==> config.mk <==
export PLATFORM = sky130hd
export DESIGN_NAME = rtcDisplay
export DESIGN_NICKNAME = d
export VERILOG_FILES = /design/src/common/rtcDisplay_pkg.sv /design/src/rtl/vgaTiming.sv /design/src/capture/fieldCapture.sv /design/src/rtl/fieldBank.sv /design/src/render/textRenderer.sv /design/src/rtl/rtcDisplay.sv
export VERILOG_INCLUDE_DIRS = /design/src /design/src/common
export SDC_FILE = /design/constraint.sdc
export NUM_CORES = 1
export LEC_CHECK = 0
export ABC_AREA = 1
export BUFFER_PORTS_ARGS = -buffer_cell sky130_fd_sc_hd__buf_2
export CAP_MARGIN = 15
export CORE_AREA = 2 2 203 155
export DETAILED_ROUTE_END_ITERATION = 8
export DIE_AREA = 0 0 205 157
export PLACE_DENSITY = 0.7
export REMOVE_ABC_BUFFERS = 1
export SLEW_MARGIN = 40
export SYNTH_ARGS = -nofsm -noshare
export SYNTH_HDL_FRONTEND = slang
export SYNTH_SLANG_ARGS = --single-unit
export TNS_END_PERCENT = 10
==> constraint.sdc <==
create_clock -name clk -period 11.35 [get_ports clk]
set_clock_uncertainty 0.2 [all_clocks]
set_input_delay 2.27 -clock clk [delete_from_list [all_inputs] [get_ports clk]]
set_output_delay 2.27 -clock clk [all_outputs]
set_load 0.005 [all_outputs]
==> src/common/rtcDisplay_settings.svh <==
`ifndef RTCDISPLAY_SETTINGS_SVH
`define RTCDISPLAY_SETTINGS_SVH

//////////////////// VGA 640x480 timing
`define H_ACTIVE 640
`define H_FRONT 16
`define H_SYNC 96
`define H_BACK 48
`define V_ACTIVE 480
`define V_FRONT 10
`define V_SYNC 2
`define V_BACK 33

//////////////////// Text block placement
`define TEXT_X0 64 // Top-left pixel of cell 0
`define TEXT_Y0 64
`define FONT_SCALE 4 // Each font pixel is 4x4 screen pixels
`define CELL_PIX 32 // 8 font pixels times scale

// 12-bit RGB, 4 bits per channel
`define FG_COLOR 12'hFFE
`define BG_COLOR 12'h032
`define BLANK_COLOR 12'h000

//////////////////// RTC fields
`define RTC_W 8
`define NUM_FIELDS 11
`define CLOCK_FIELDS 8 // Timer fields follow these

`endif

==> src/common/rtcDisplay_pkg.sv <==
package rtcDisplay_pkg;

    // Capture order on the RTC bus
    typedef enum logic [3:0] {
        secs,
        mins,
        hours,
        date,
        month,
        year,
        weekday,
        weekNum,
        tSecs, // Timer fields, only with timerOn
        tMins,
        tHours
    } fieldIdx;

    typedef enum logic [1:0] {
        idle,
        collect,
        commit,
        abort
    } captureState;

    typedef logic [6:0] asciiChar;

    localparam asciiChar charSpace = 7'h20;
    localparam asciiChar charDash = 7'h2D;
    localparam asciiChar charSlash = 7'h2F;
    localparam asciiChar charZero = 7'h30;
    localparam asciiChar charColon = 7'h3A;

    //////////////////// 8x8 font
    // Top row in the upper byte, bit 7 is the leftmost pixel
    function automatic logic [7:0] glyphRow(input asciiChar ch, input logic [2:0] row);
        logic [63:0] glyph;
        case (ch)
            7'h30: glyph = 64'h3C66_6E76_6666_3C00; // 0
            7'h31: glyph = 64'h1838_1818_1818_7E00;
            7'h32: glyph = 64'h3C66_060C_1830_7E00;
            7'h33: glyph = 64'h3C66_061C_0666_3C00;
            7'h34: glyph = 64'h0C1C_3C6C_7E0C_0C00;
            7'h35: glyph = 64'h7E60_7C06_0666_3C00;
            7'h36: glyph = 64'h1C30_607C_6666_3C00;
            7'h37: glyph = 64'h7E06_0C18_3030_3000;
            7'h38: glyph = 64'h3C66_663C_6666_3C00;
            7'h39: glyph = 64'h3C66_663E_060C_3800; // 9
            7'h3A: glyph = 64'h0018_1800_1818_0000; // Colon
            7'h2F: glyph = 64'h0206_0C18_3060_4000; // Slash
            7'h2D: glyph = 64'h0000_007E_0000_0000; // Dash
            default: glyph = 64'h0; // Space and unknown codes
        endcase
        return glyph[8 * (3'd7 - row) +: 8];
    endfunction

endpackage

==> src/rtl/vgaTiming.sv <==
`include "rtcDisplay_settings.svh"

module vgaTiming (
    input  logic       clk,
    input  logic       rstN,
    output logic [9:0] pixelX,
    output logic [9:0] pixelY,
    output logic       hsyncRaw,
    output logic       vsyncRaw,
    output logic       activeRaw
);

    localparam int hTotal = `H_ACTIVE + `H_FRONT + `H_SYNC + `H_BACK; // 800
    localparam int vTotal = `V_ACTIVE + `V_FRONT + `V_SYNC + `V_BACK; // 525
    localparam int hSyncStart = `H_ACTIVE + `H_FRONT; // 656
    localparam int hSyncEnd = hSyncStart + `H_SYNC; // First pixel after the pulse
    localparam int vSyncStart = `V_ACTIVE + `V_FRONT; // 490
    localparam int vSyncEnd = vSyncStart + `V_SYNC;

    logic [9:0] nextX;
    logic [9:0] nextY;
    logic       lineEnd;

    assign lineEnd = (pixelX == 10'(hTotal - 1));

    always_comb begin
        nextX = lineEnd ? 10'd0 : pixelX + 10'd1;
        nextY = pixelY;
        if (lineEnd) begin
            nextY = (pixelY == 10'(vTotal - 1)) ? 10'd0 : pixelY + 10'd1; // Frame wrap
        end
    end

    // Flags decoded from the next position, so they line up with the counters
    always_ff @(posedge clk or negedge rstN) begin
        if (!rstN) begin
            pixelX    <= 10'd0;
            pixelY    <= 10'd0;
            hsyncRaw  <= 1'b1;
            vsyncRaw  <= 1'b1;
            activeRaw <= 1'b1; // Pixel (0,0) is visible
        end else begin
            pixelX    <= nextX;
            pixelY    <= nextY;
            hsyncRaw  <= !((nextX >= 10'(hSyncStart)) && (nextX < 10'(hSyncEnd))); // Active low
            vsyncRaw  <= !((nextY >= 10'(vSyncStart)) && (nextY < 10'(vSyncEnd)));
            activeRaw <= (nextX < 10'(`H_ACTIVE)) && (nextY < 10'(`V_ACTIVE));
        end
    end

endmodule

==> src/capture/fieldCapture.sv <==
`include "rtcDisplay_settings.svh"

module fieldCapture (
    input  logic                     clk,
    input  logic                     rstN,
    input  logic                     seqStart,
    input  logic                     timerOn,
    input  logic [`RTC_W-1:0]        rtcData,
    input  logic [9:0]               pixelX,
    input  logic [9:0]               pixelY,
    output logic                     wrEn,
    output logic                     commit,
    output logic                     timerLatched,
    output rtcDisplay_pkg::fieldIdx  wrField,
    output rtcDisplay_pkg::asciiChar wrTens,
    output rtcDisplay_pkg::asciiChar wrUnits
);
    import rtcDisplay_pkg::*;

    captureState state;
    captureState stateNext;
    fieldIdx     curField;
    fieldIdx     lastField;
    asciiChar    tensChar;
    asciiChar    unitsChar;
    logic        windowStart;
    logic        frameWrap;
    logic        sampleNow;

    assign windowStart = (pixelY == 10'(`V_ACTIVE)) && (pixelX == 10'd0); // First blank line
    assign frameWrap = (pixelY == 10'd0);
    assign sampleNow = (state == collect) && seqStart && !frameWrap;
    assign lastField = timerLatched ? fieldIdx'(`NUM_FIELDS - 1) : fieldIdx'(`CLOCK_FIELDS - 1);

    // Binary to two ASCII digits
    always_comb begin
        if (rtcData > 99) begin
            tensChar  = charDash; // Out of range shows "--"
            unitsChar = charDash;
        end else begin
            tensChar  = charZero + 7'(rtcData / 10);
            unitsChar = charZero + 7'(rtcData % 10);
        end
    end

    //////////////////// Sequencer
    // The local port hides the enum literal, hence the scoped commit state
    always_comb begin
        stateNext = state;
        case (state)
            idle: begin
                if (windowStart) begin
                    stateNext = collect; // Sampling starts next cycle
                end
            end
            collect: begin
                if (frameWrap) begin
                    stateNext = abort; // Out of blanking time
                end else if (seqStart && (curField == lastField)) begin
                    stateNext = rtcDisplay_pkg::commit;
                end
            end
            rtcDisplay_pkg::commit: stateNext = idle;
            default: stateNext = idle; // Abort lasts one cycle
        endcase
    end

    always_ff @(posedge clk or negedge rstN) begin
        if (!rstN) begin
            state        <= idle;
            curField     <= secs;
            timerLatched <= 1'b0;
            wrEn         <= 1'b0;
            commit       <= 1'b0;
        end else begin
            state  <= stateNext;
            wrEn   <= sampleNow; // Write trails the sample by one cycle
            commit <= (state == rtcDisplay_pkg::commit);
            if ((state == idle) && windowStart) begin
                curField     <= secs;
                timerLatched <= timerOn; // Field count fixed for this window
            end else if (sampleNow && (curField != lastField)) begin
                curField <= fieldIdx'(curField + 4'd1);
            end
        end
    end

    // Write payload
    always_ff @(posedge clk) begin
        if (sampleNow) begin
            wrField <= curField;
            wrTens  <= tensChar;
            wrUnits <= unitsChar;
        end
    end

endmodule

==> src/rtl/fieldBank.sv <==
`include "rtcDisplay_settings.svh"

module fieldBank (
    input  logic                                          clk,
    input  logic                                          rstN,
    input  logic                                          wrEn,
    input  logic                                          commit,
    input  logic                                          timerLatched,
    input  rtcDisplay_pkg::fieldIdx                       wrField,
    input  rtcDisplay_pkg::asciiChar                      wrTens,
    input  rtcDisplay_pkg::asciiChar                      wrUnits,
    output rtcDisplay_pkg::asciiChar [0:2*`NUM_FIELDS-1] dispChars,
    output logic                                          showTimer
);
    import rtcDisplay_pkg::*;

    asciiChar [0:2*`NUM_FIELDS-1] shadow; // Filled during the capture window
    logic [4:0]                   wrSlot;

    assign wrSlot = {wrField, 1'b0}; // Tens slot, units right after

    always_ff @(posedge clk) begin
        if (wrEn) begin
            shadow[wrSlot]         <= wrTens;
            shadow[wrSlot + 5'd1]  <= wrUnits;
        end
    end

    //////////////////// Display copy
    // Whole set moves in one edge
    always_ff @(posedge clk or negedge rstN) begin
        if (!rstN) begin
            dispChars <= {(2 * `NUM_FIELDS){charSpace}};
            showTimer <= 1'b0;
        end else if (commit) begin
            dispChars <= shadow;
            showTimer <= timerLatched; // Timer row only if this set has it
        end
    end

endmodule

==> src/render/textRenderer.sv <==
`include "rtcDisplay_settings.svh"

module textRenderer (
    input  logic                                         clk,
    input  logic                                         rstN,
    input  logic                                         hsyncRaw,
    input  logic                                         vsyncRaw,
    input  logic                                         activeRaw,
    input  logic                                         showTimer,
    input  logic [9:0]                                   pixelX,
    input  logic [9:0]                                   pixelY,
    input  rtcDisplay_pkg::asciiChar [0:2*`NUM_FIELDS-1] dispChars,
    output logic                                         hsync,
    output logic                                         vsync,
    output logic                                         videoOn,
    output logic [11:0]                                  rgb
);
    import rtcDisplay_pkg::*;

    localparam int textW = 8 * `CELL_PIX; // Eight cells per row
    localparam int textH = 4 * `CELL_PIX; // Four rows

    asciiChar [0:31] screen; // Row-major, 4 x 8 cells
    logic [9:0]      relX;
    logic [9:0]      relY;
    logic [1:0]      cellRow;
    logic [2:0]      cellCol;
    logic [2:0]      glyphLine;
    logic [2:0]      glyphCol;
    logic            inText;

    // Stage 1
    logic [7:0] rowBits;
    logic [2:0] bitSel;
    logic       hitS1;
    logic       hsS1;
    logic       vsS1;
    logic       actS1;
    logic       lit;

    //////////////////// Layout
    // Char 2f is the tens of field f, 2f+1 the units
    always_comb begin
        screen = {32{charSpace}};
        screen[0:7] = {dispChars[4], dispChars[5], charColon, // hh:
                       dispChars[2], dispChars[3], charColon, // mm:
                       dispChars[0], dispChars[1]};           // ss
        screen[8:15] = {dispChars[6], dispChars[7], charSlash,
                        dispChars[8], dispChars[9], charSlash,
                        dispChars[10], dispChars[11]}; // dd/mm/yy
        screen[16:17] = {dispChars[12], dispChars[13]}; // Weekday
        screen[19:20] = {dispChars[14], dispChars[15]}; // Week number
        if (showTimer) begin
            screen[24:31] = {dispChars[20], dispChars[21], charColon,
                             dispChars[18], dispChars[19], charColon,
                             dispChars[16], dispChars[17]};
        end
    end

    // Pixel to cell and font coordinates
    assign relX = pixelX - 10'(`TEXT_X0);
    assign relY = pixelY - 10'(`TEXT_Y0);
    assign inText = (pixelX >= 10'(`TEXT_X0)) && (pixelX < 10'(`TEXT_X0 + textW))
                 && (pixelY >= 10'(`TEXT_Y0)) && (pixelY < 10'(`TEXT_Y0 + textH));
    assign cellCol = 3'(relX / `CELL_PIX);
    assign cellRow = 2'(relY / `CELL_PIX);
    assign glyphCol = 3'((relX % `CELL_PIX) / `FONT_SCALE); // Scale by pixel replication
    assign glyphLine = 3'((relY % `CELL_PIX) / `FONT_SCALE);

    //////////////////// Stage 1
    always_ff @(posedge clk) begin
        rowBits <= glyphRow(screen[{cellRow, cellCol}], glyphLine);
        bitSel  <= glyphCol;
    end

    always_ff @(posedge clk or negedge rstN) begin
        if (!rstN) begin
            hitS1 <= 1'b0;
            hsS1  <= 1'b1;
            vsS1  <= 1'b1;
            actS1 <= 1'b0;
        end else begin
            hitS1 <= inText;
            hsS1  <= hsyncRaw;
            vsS1  <= vsyncRaw;
            actS1 <= activeRaw;
        end
    end

    assign lit = hitS1 && rowBits[3'd7 - bitSel]; // Bit 7 is leftmost

    //////////////////// Stage 2
    always_ff @(posedge clk or negedge rstN) begin
        if (!rstN) begin
            hsync   <= 1'b1;
            vsync   <= 1'b1;
            videoOn <= 1'b0;
            rgb     <= `BLANK_COLOR;
        end else begin
            hsync   <= hsS1;
            vsync   <= vsS1;
            videoOn <= actS1;
            if (!actS1) begin
                rgb <= `BLANK_COLOR; // Porches and sync
            end else if (lit) begin
                rgb <= `FG_COLOR;
            end else begin
                rgb <= `BG_COLOR;
            end
        end
    end

endmodule

==> src/rtl/rtcDisplay.sv <==
`include "rtcDisplay_settings.svh"

module rtcDisplay (
    input  logic              clk,
    input  logic              rstN,
    input  logic              seqStart,
    input  logic              timerOn,
    input  logic [`RTC_W-1:0] rtcData,
    output logic              hsync,
    output logic              vsync,
    output logic              videoOn,
    output logic [11:0]       rgb
);
    import rtcDisplay_pkg::*;

    logic [9:0]                   pixelX;
    logic [9:0]                   pixelY;
    logic                         hsyncRaw;
    logic                         vsyncRaw;
    logic                         activeRaw;
    logic                         wrEn;
    logic                         commit;
    logic                         timerLatched;
    fieldIdx                      wrField;
    asciiChar                     wrTens;
    asciiChar                     wrUnits;
    asciiChar [0:2*`NUM_FIELDS-1] dispChars;
    logic                         showTimer;

    //////////////////// Timing
    vgaTiming uTiming (
        .clk      (clk),
        .rstN     (rstN),
        .pixelX   (pixelX),
        .pixelY   (pixelY),
        .hsyncRaw (hsyncRaw),
        .vsyncRaw (vsyncRaw),
        .activeRaw(activeRaw)
    );

    // Producer, writes during vertical blanking
    fieldCapture uCapture (
        .clk         (clk),
        .rstN        (rstN),
        .seqStart    (seqStart),
        .timerOn     (timerOn),
        .rtcData     (rtcData),
        .pixelX      (pixelX),
        .pixelY      (pixelY),
        .wrEn        (wrEn),
        .commit      (commit),
        .timerLatched(timerLatched),
        .wrField     (wrField),
        .wrTens      (wrTens),
        .wrUnits     (wrUnits)
    );

    fieldBank uBank (
        .clk         (clk),
        .rstN        (rstN),
        .wrEn        (wrEn),
        .commit      (commit),
        .timerLatched(timerLatched),
        .wrField     (wrField),
        .wrTens      (wrTens),
        .wrUnits     (wrUnits),
        .dispChars   (dispChars),
        .showTimer   (showTimer)
    );

    // Consumer, two-cycle pixel pipeline
    textRenderer uRender (
        .clk      (clk),
        .rstN     (rstN),
        .hsyncRaw (hsyncRaw),
        .vsyncRaw (vsyncRaw),
        .activeRaw(activeRaw),
        .showTimer(showTimer),
        .pixelX   (pixelX),
        .pixelY   (pixelY),
        .dispChars(dispChars),
        .hsync    (hsync),
        .vsync    (vsync),
        .videoOn  (videoOn),
        .rgb      (rgb)
    );

endmodule

==> results.py <==
metrics = {
    "power": {
        "p_seq_share_pct": 53.4,
        "switching_power_uw": 578,
        "pwr-share-comb_pct": 4.0,
        "vdd_ir_drop_max_mv": 0.129,
        "p_int_uw": 2080,
        "p_per_area_nw_per_um2": 145,
        "p_sw_share_pct": 21.8,
        "power_uw": 2660,
        "power.leakage_uw": 0.00786,
        "pwr-share-clk_pct": 42.6,
    },
    "setup_path": {
        "startpoint_type": "primary input",
        "worst-endpoint-required_ns": 11.52,
        "path_class": "in2reg",
        "crit_arrival_ns": 5.46,
        "crit_path_end_kind": "flop",
        "critPathMaxFanout": 17,
        "reg2reg_slack_ns": 6.22,
    },
    "floorplanning": {
        "rows": 55,
        "dieWidth_um": 205,
        "core_area_um2": 30000,
        "start_util_pct": 55.9,
        "io_pins": 27,
        "die_area_um2": 32200,
        "die_h_um": 157,
    },
    "detailed_routing": {
        "drc_errors": 0,
        "first_iter_violations": 1305,
        "wl_um": 42300,
        "vias": 12000,
        "dr.pass1.iters": 5,
        "antenna_left": 0,
        "wl_per_cell_um": 20.8,
        "viasPerCell": 5.89,
    },
    "placement": {
        "port_buffers": 25,
        "placed_cells": 1970,
        "gp_congestion": 0.878,
        "dp_hpwl_um": 27600,
    },
    "yosys": {
        "synth_area_leaders": "edfxtp_1 31%, dfrtp_1 25%, mux2_2 6.2%, nand2_1 5.9%, dfstp_2 4.5%",
        "synth_commonest_cells": "264 x nand2_1, 172 x edfxtp_1, 166 x dfrtp_1",
        "ys_async_sr_fraction_pct": 51.9,
        "synth_area_leader_cell": "edfxtp_1",
        "syn-instance-count": 1601,
        "ys_ff_latch": 376,
        "yosys_warnings": 0,
        "synth_top_area_share_pct": 30.8,
        "ys_types": 54,
        "synth_flop_cell": "edfxtp_1",
        "synth_edf_count": 172,
        "syn_avg_cell_area_um2": 10.5,
        "yosysMostFrequentCell": "nand2_1",
        "ys_seq_area_share_pct": 61.1,
        "netlist_area_um2": 16800,
    },
    "cts": {
        "cts_root_buf": "clkbuf_16",
        "h-tree-depth": 2,
        "clk_latency_ns": 0.53,
        "cts_buffers": 37,
        "cts.clk_slew.worst_paths_ns": 0.06,
        "cts_buffer_depth": 3,
        "cts_tree": "done",
        "cts_resized": 0,
        "ctsHoldBuffers": 0,
        "postCtsSetupBuffers": 0,
        "numClockSinks": 376,
    },
    "global_routing": {
        "grt_use_met3_pct": 6.07,
        "grt_pass1_wl_um": 66900,
        "overflow": 0,
        "track_usage_pct": 27.5,
        "use_met2_pct": 38.0,
        "antenna_found_initial": 0,
        "grt_pass1_vias": 11600,
        "grt_max_degree": 89,
        "top_usage_layer": "met1",
        "grt_use_met1_pct": 42.9,
    },
    "sta": {
        "setup_viol": 0,
        "setup_tns_ns": 0,
        "fin_crit_sh_pct": 46.5,
        "fmax_ghz": 0.189,
        "hold_viol": 0,
        "fin_crit_ns": 5.28,
        "whs_ns": 0.157,
        "maxSlewHeadroom_pct": 47.9,
        "rsz0062_at_grt": "no",
        "worst_pin_slew_ns": 0.782,
        "drv_slew": 0,
    },
    "layout": {
        "layout-drive-gt1-share_pct": 16.6,
        "diodes": 0,
        "nets": 1642,
        "final_core_util_pct": 61.2,
        "final_cells": 2036,
        "area_delta_synth_final_pct": 9.37,
    },
    "hold_path": {
        "hold_path.class": "reg2reg",
    },
    "status": {
        "status": "complete, no violations",
    },
    "job": {
        "cap_violations": 0,
    },
}
[metal layers]
metal / up-vias / share of wire (%) / routed length, um
met5: - / 0 / 0
met4: 0 / 3.0 / 1260
met3: 79 / 9.8 / 4150
met2: 519 / 41 / 17300
met1: 5927 / 46 / 19500
li1: 5465 / - / -
[area by class of cell]
| type | count | area (um2) |
|---|---|---|
| tap | 399 | 499 |
| multi-input combinational | 973 | 5500 |
| clock inverter | 15 | 110 |
| inverter | 172 | 646 |
| sequential | 376 | 10300 |
| clock buffer | 50 | 975 |
| fill | 2492 | 11600 |
| timing repair buffer | 51 | 362 |
[metrics by stage]
stage / setup WS, ns / instance area, um2
floorplan: 6.18 / 16400
global placement: 5.79 / 17200
detailed placement: 5.59 / 17300
CTS: 6.12 / 18300
global route: 5.76 / 18400
finish: 6.07 / 18400
[critical path, stage by stage]
cell and delay [ns]:
buf_2 0.14, inv_1 0.10, nand2_4 0.07, ha_1 0.21, nand3b_4 0.30, nand3_1 0.21, nand2_2 0.09, nand2_1 0.08
nand2_2 0.08, nand2_4 0.11, nand4_1 0.16, nand3_2 0.17, nand2_4 0.10, nand3_1 0.11, nand2_1 0.10, inv_2 0.08
nand2_1 0.12, nor2_4 0.16, nand3_2 0.16, a21oi_1 0.17, ha_1 0.17, xor2_1 0.13, inv_1 0.05, a21oi_1 0.12
[final timing paths]
kind,startpoint,end,cells past startpoint
max,rtcData[6],uCapture.wrUnits[6]$_SDFFCE_PN0P_,24
min,uTiming.vsyncRaw$_DFF_PN1_,uRender.vsS1$_DFF_PN1_,0
max reg2reg,uTiming.pixelX[6]$_DFF_PN0_,uRender.rowBits[1]$_DFF_P_,24
min reg2reg,uTiming.vsyncRaw$_DFF_PN1_,uRender.vsS1$_DFF_PN1_,0
max in group asynchronous,rstN,uRender.hsync$_DFF_PN1_,3
min in group asynchronous,rstN,uBank.dispChars[148]$_DFFE_PN0P_,1
[sequential cells by signal, summed over array words and instances, names as in the netlist, 2 cells and up]
register           count
uBank.dispChars      154
uBank.shadow         154
uTiming.pixelX        10
uTiming.pixelY        10
uCapture.wrTens        7
uCapture.wrUnits       7
uRender.rowBits        6
uCapture.curField      4
uCapture.wrField       4
uRender.bitSel         3
uCapture.state         2
uRender.rgb            2
[kinds of logic after synthesis]
logic type | synth area share (%)
xor+xnor | 0.313
fa+ha+maj | 1.42
simple gates | 15.1
buf+inv | 6.17
compound gates | 9.58
flops | 61.1
other cells | 0.0447
mux | 6.23
[layout by cell type, fill, tap and decap left out, types with 5 or more instances in the layout]
| master | Yosys | final |
|---|---|---|
| o211ai_1 | 14 | 14 |
| nand3_2 | 10 | 10 |
| nor2_1 | 161 | 160 |
| o21ai_1 | 6 | 6 |
| buf_4 | 14 | 22 |
| ha_1 | 19 | 19 |
| a21oi_1 | 43 | 43 |
| mux2_2 | 92 | 92 |
| nand4_1 | 16 | 16 |
| clkbuf_16 | 0 | 37 |
| o21ai_0 | 144 | 144 |
| o221ai_1 | 23 | 23 |
| buf_2 | 21 | 24 |
| inv_2 | 12 | 12 |
| nor3_1 | 9 | 8 |
| inv_1 | 158 | 158 |
| xor2_1 | 6 | 6 |
| dfrtp_1 | 166 | 165 |
| dfxtp_1 | 9 | 9 |
| nand2_2 | 9 | 10 |
| clkinv_2 | 0 | 6 |
| nand2_1 | 264 | 263 |
| o22ai_1 | 15 | 15 |
| clkbuf_1 | 39 | 13 |
| dfstp_2 | 29 | 29 |
| clkinv_1 | 2 | 6 |
| a31oi_1 | 6 | 6 |
| o2111ai_1 | 5 | 5 |
| edfxtp_1 | 172 | 172 |
| o311ai_0 | 5 | 5 |
| nand3_1 | 85 | 85 |
[power by group through the flow]
| stage | Sequential [uW] | Clock (uW) | Combinational [uW] |
|---|---|---|---|
| 3_5_place_dp | 1440 | 0 | 106 |
| 6_report | 1420 | 1130 | 107 |
| 5_1_grt | 1420 | 1210 | 120 |
| 4_1_cts | 1420 | 1150 | 107 |
| 3_3_place_gp | 1440 | 0 | 102 |
| 2_1_floorplan | 1440 | 0 | 72.3 |
(Power assumes the default switching activity.)
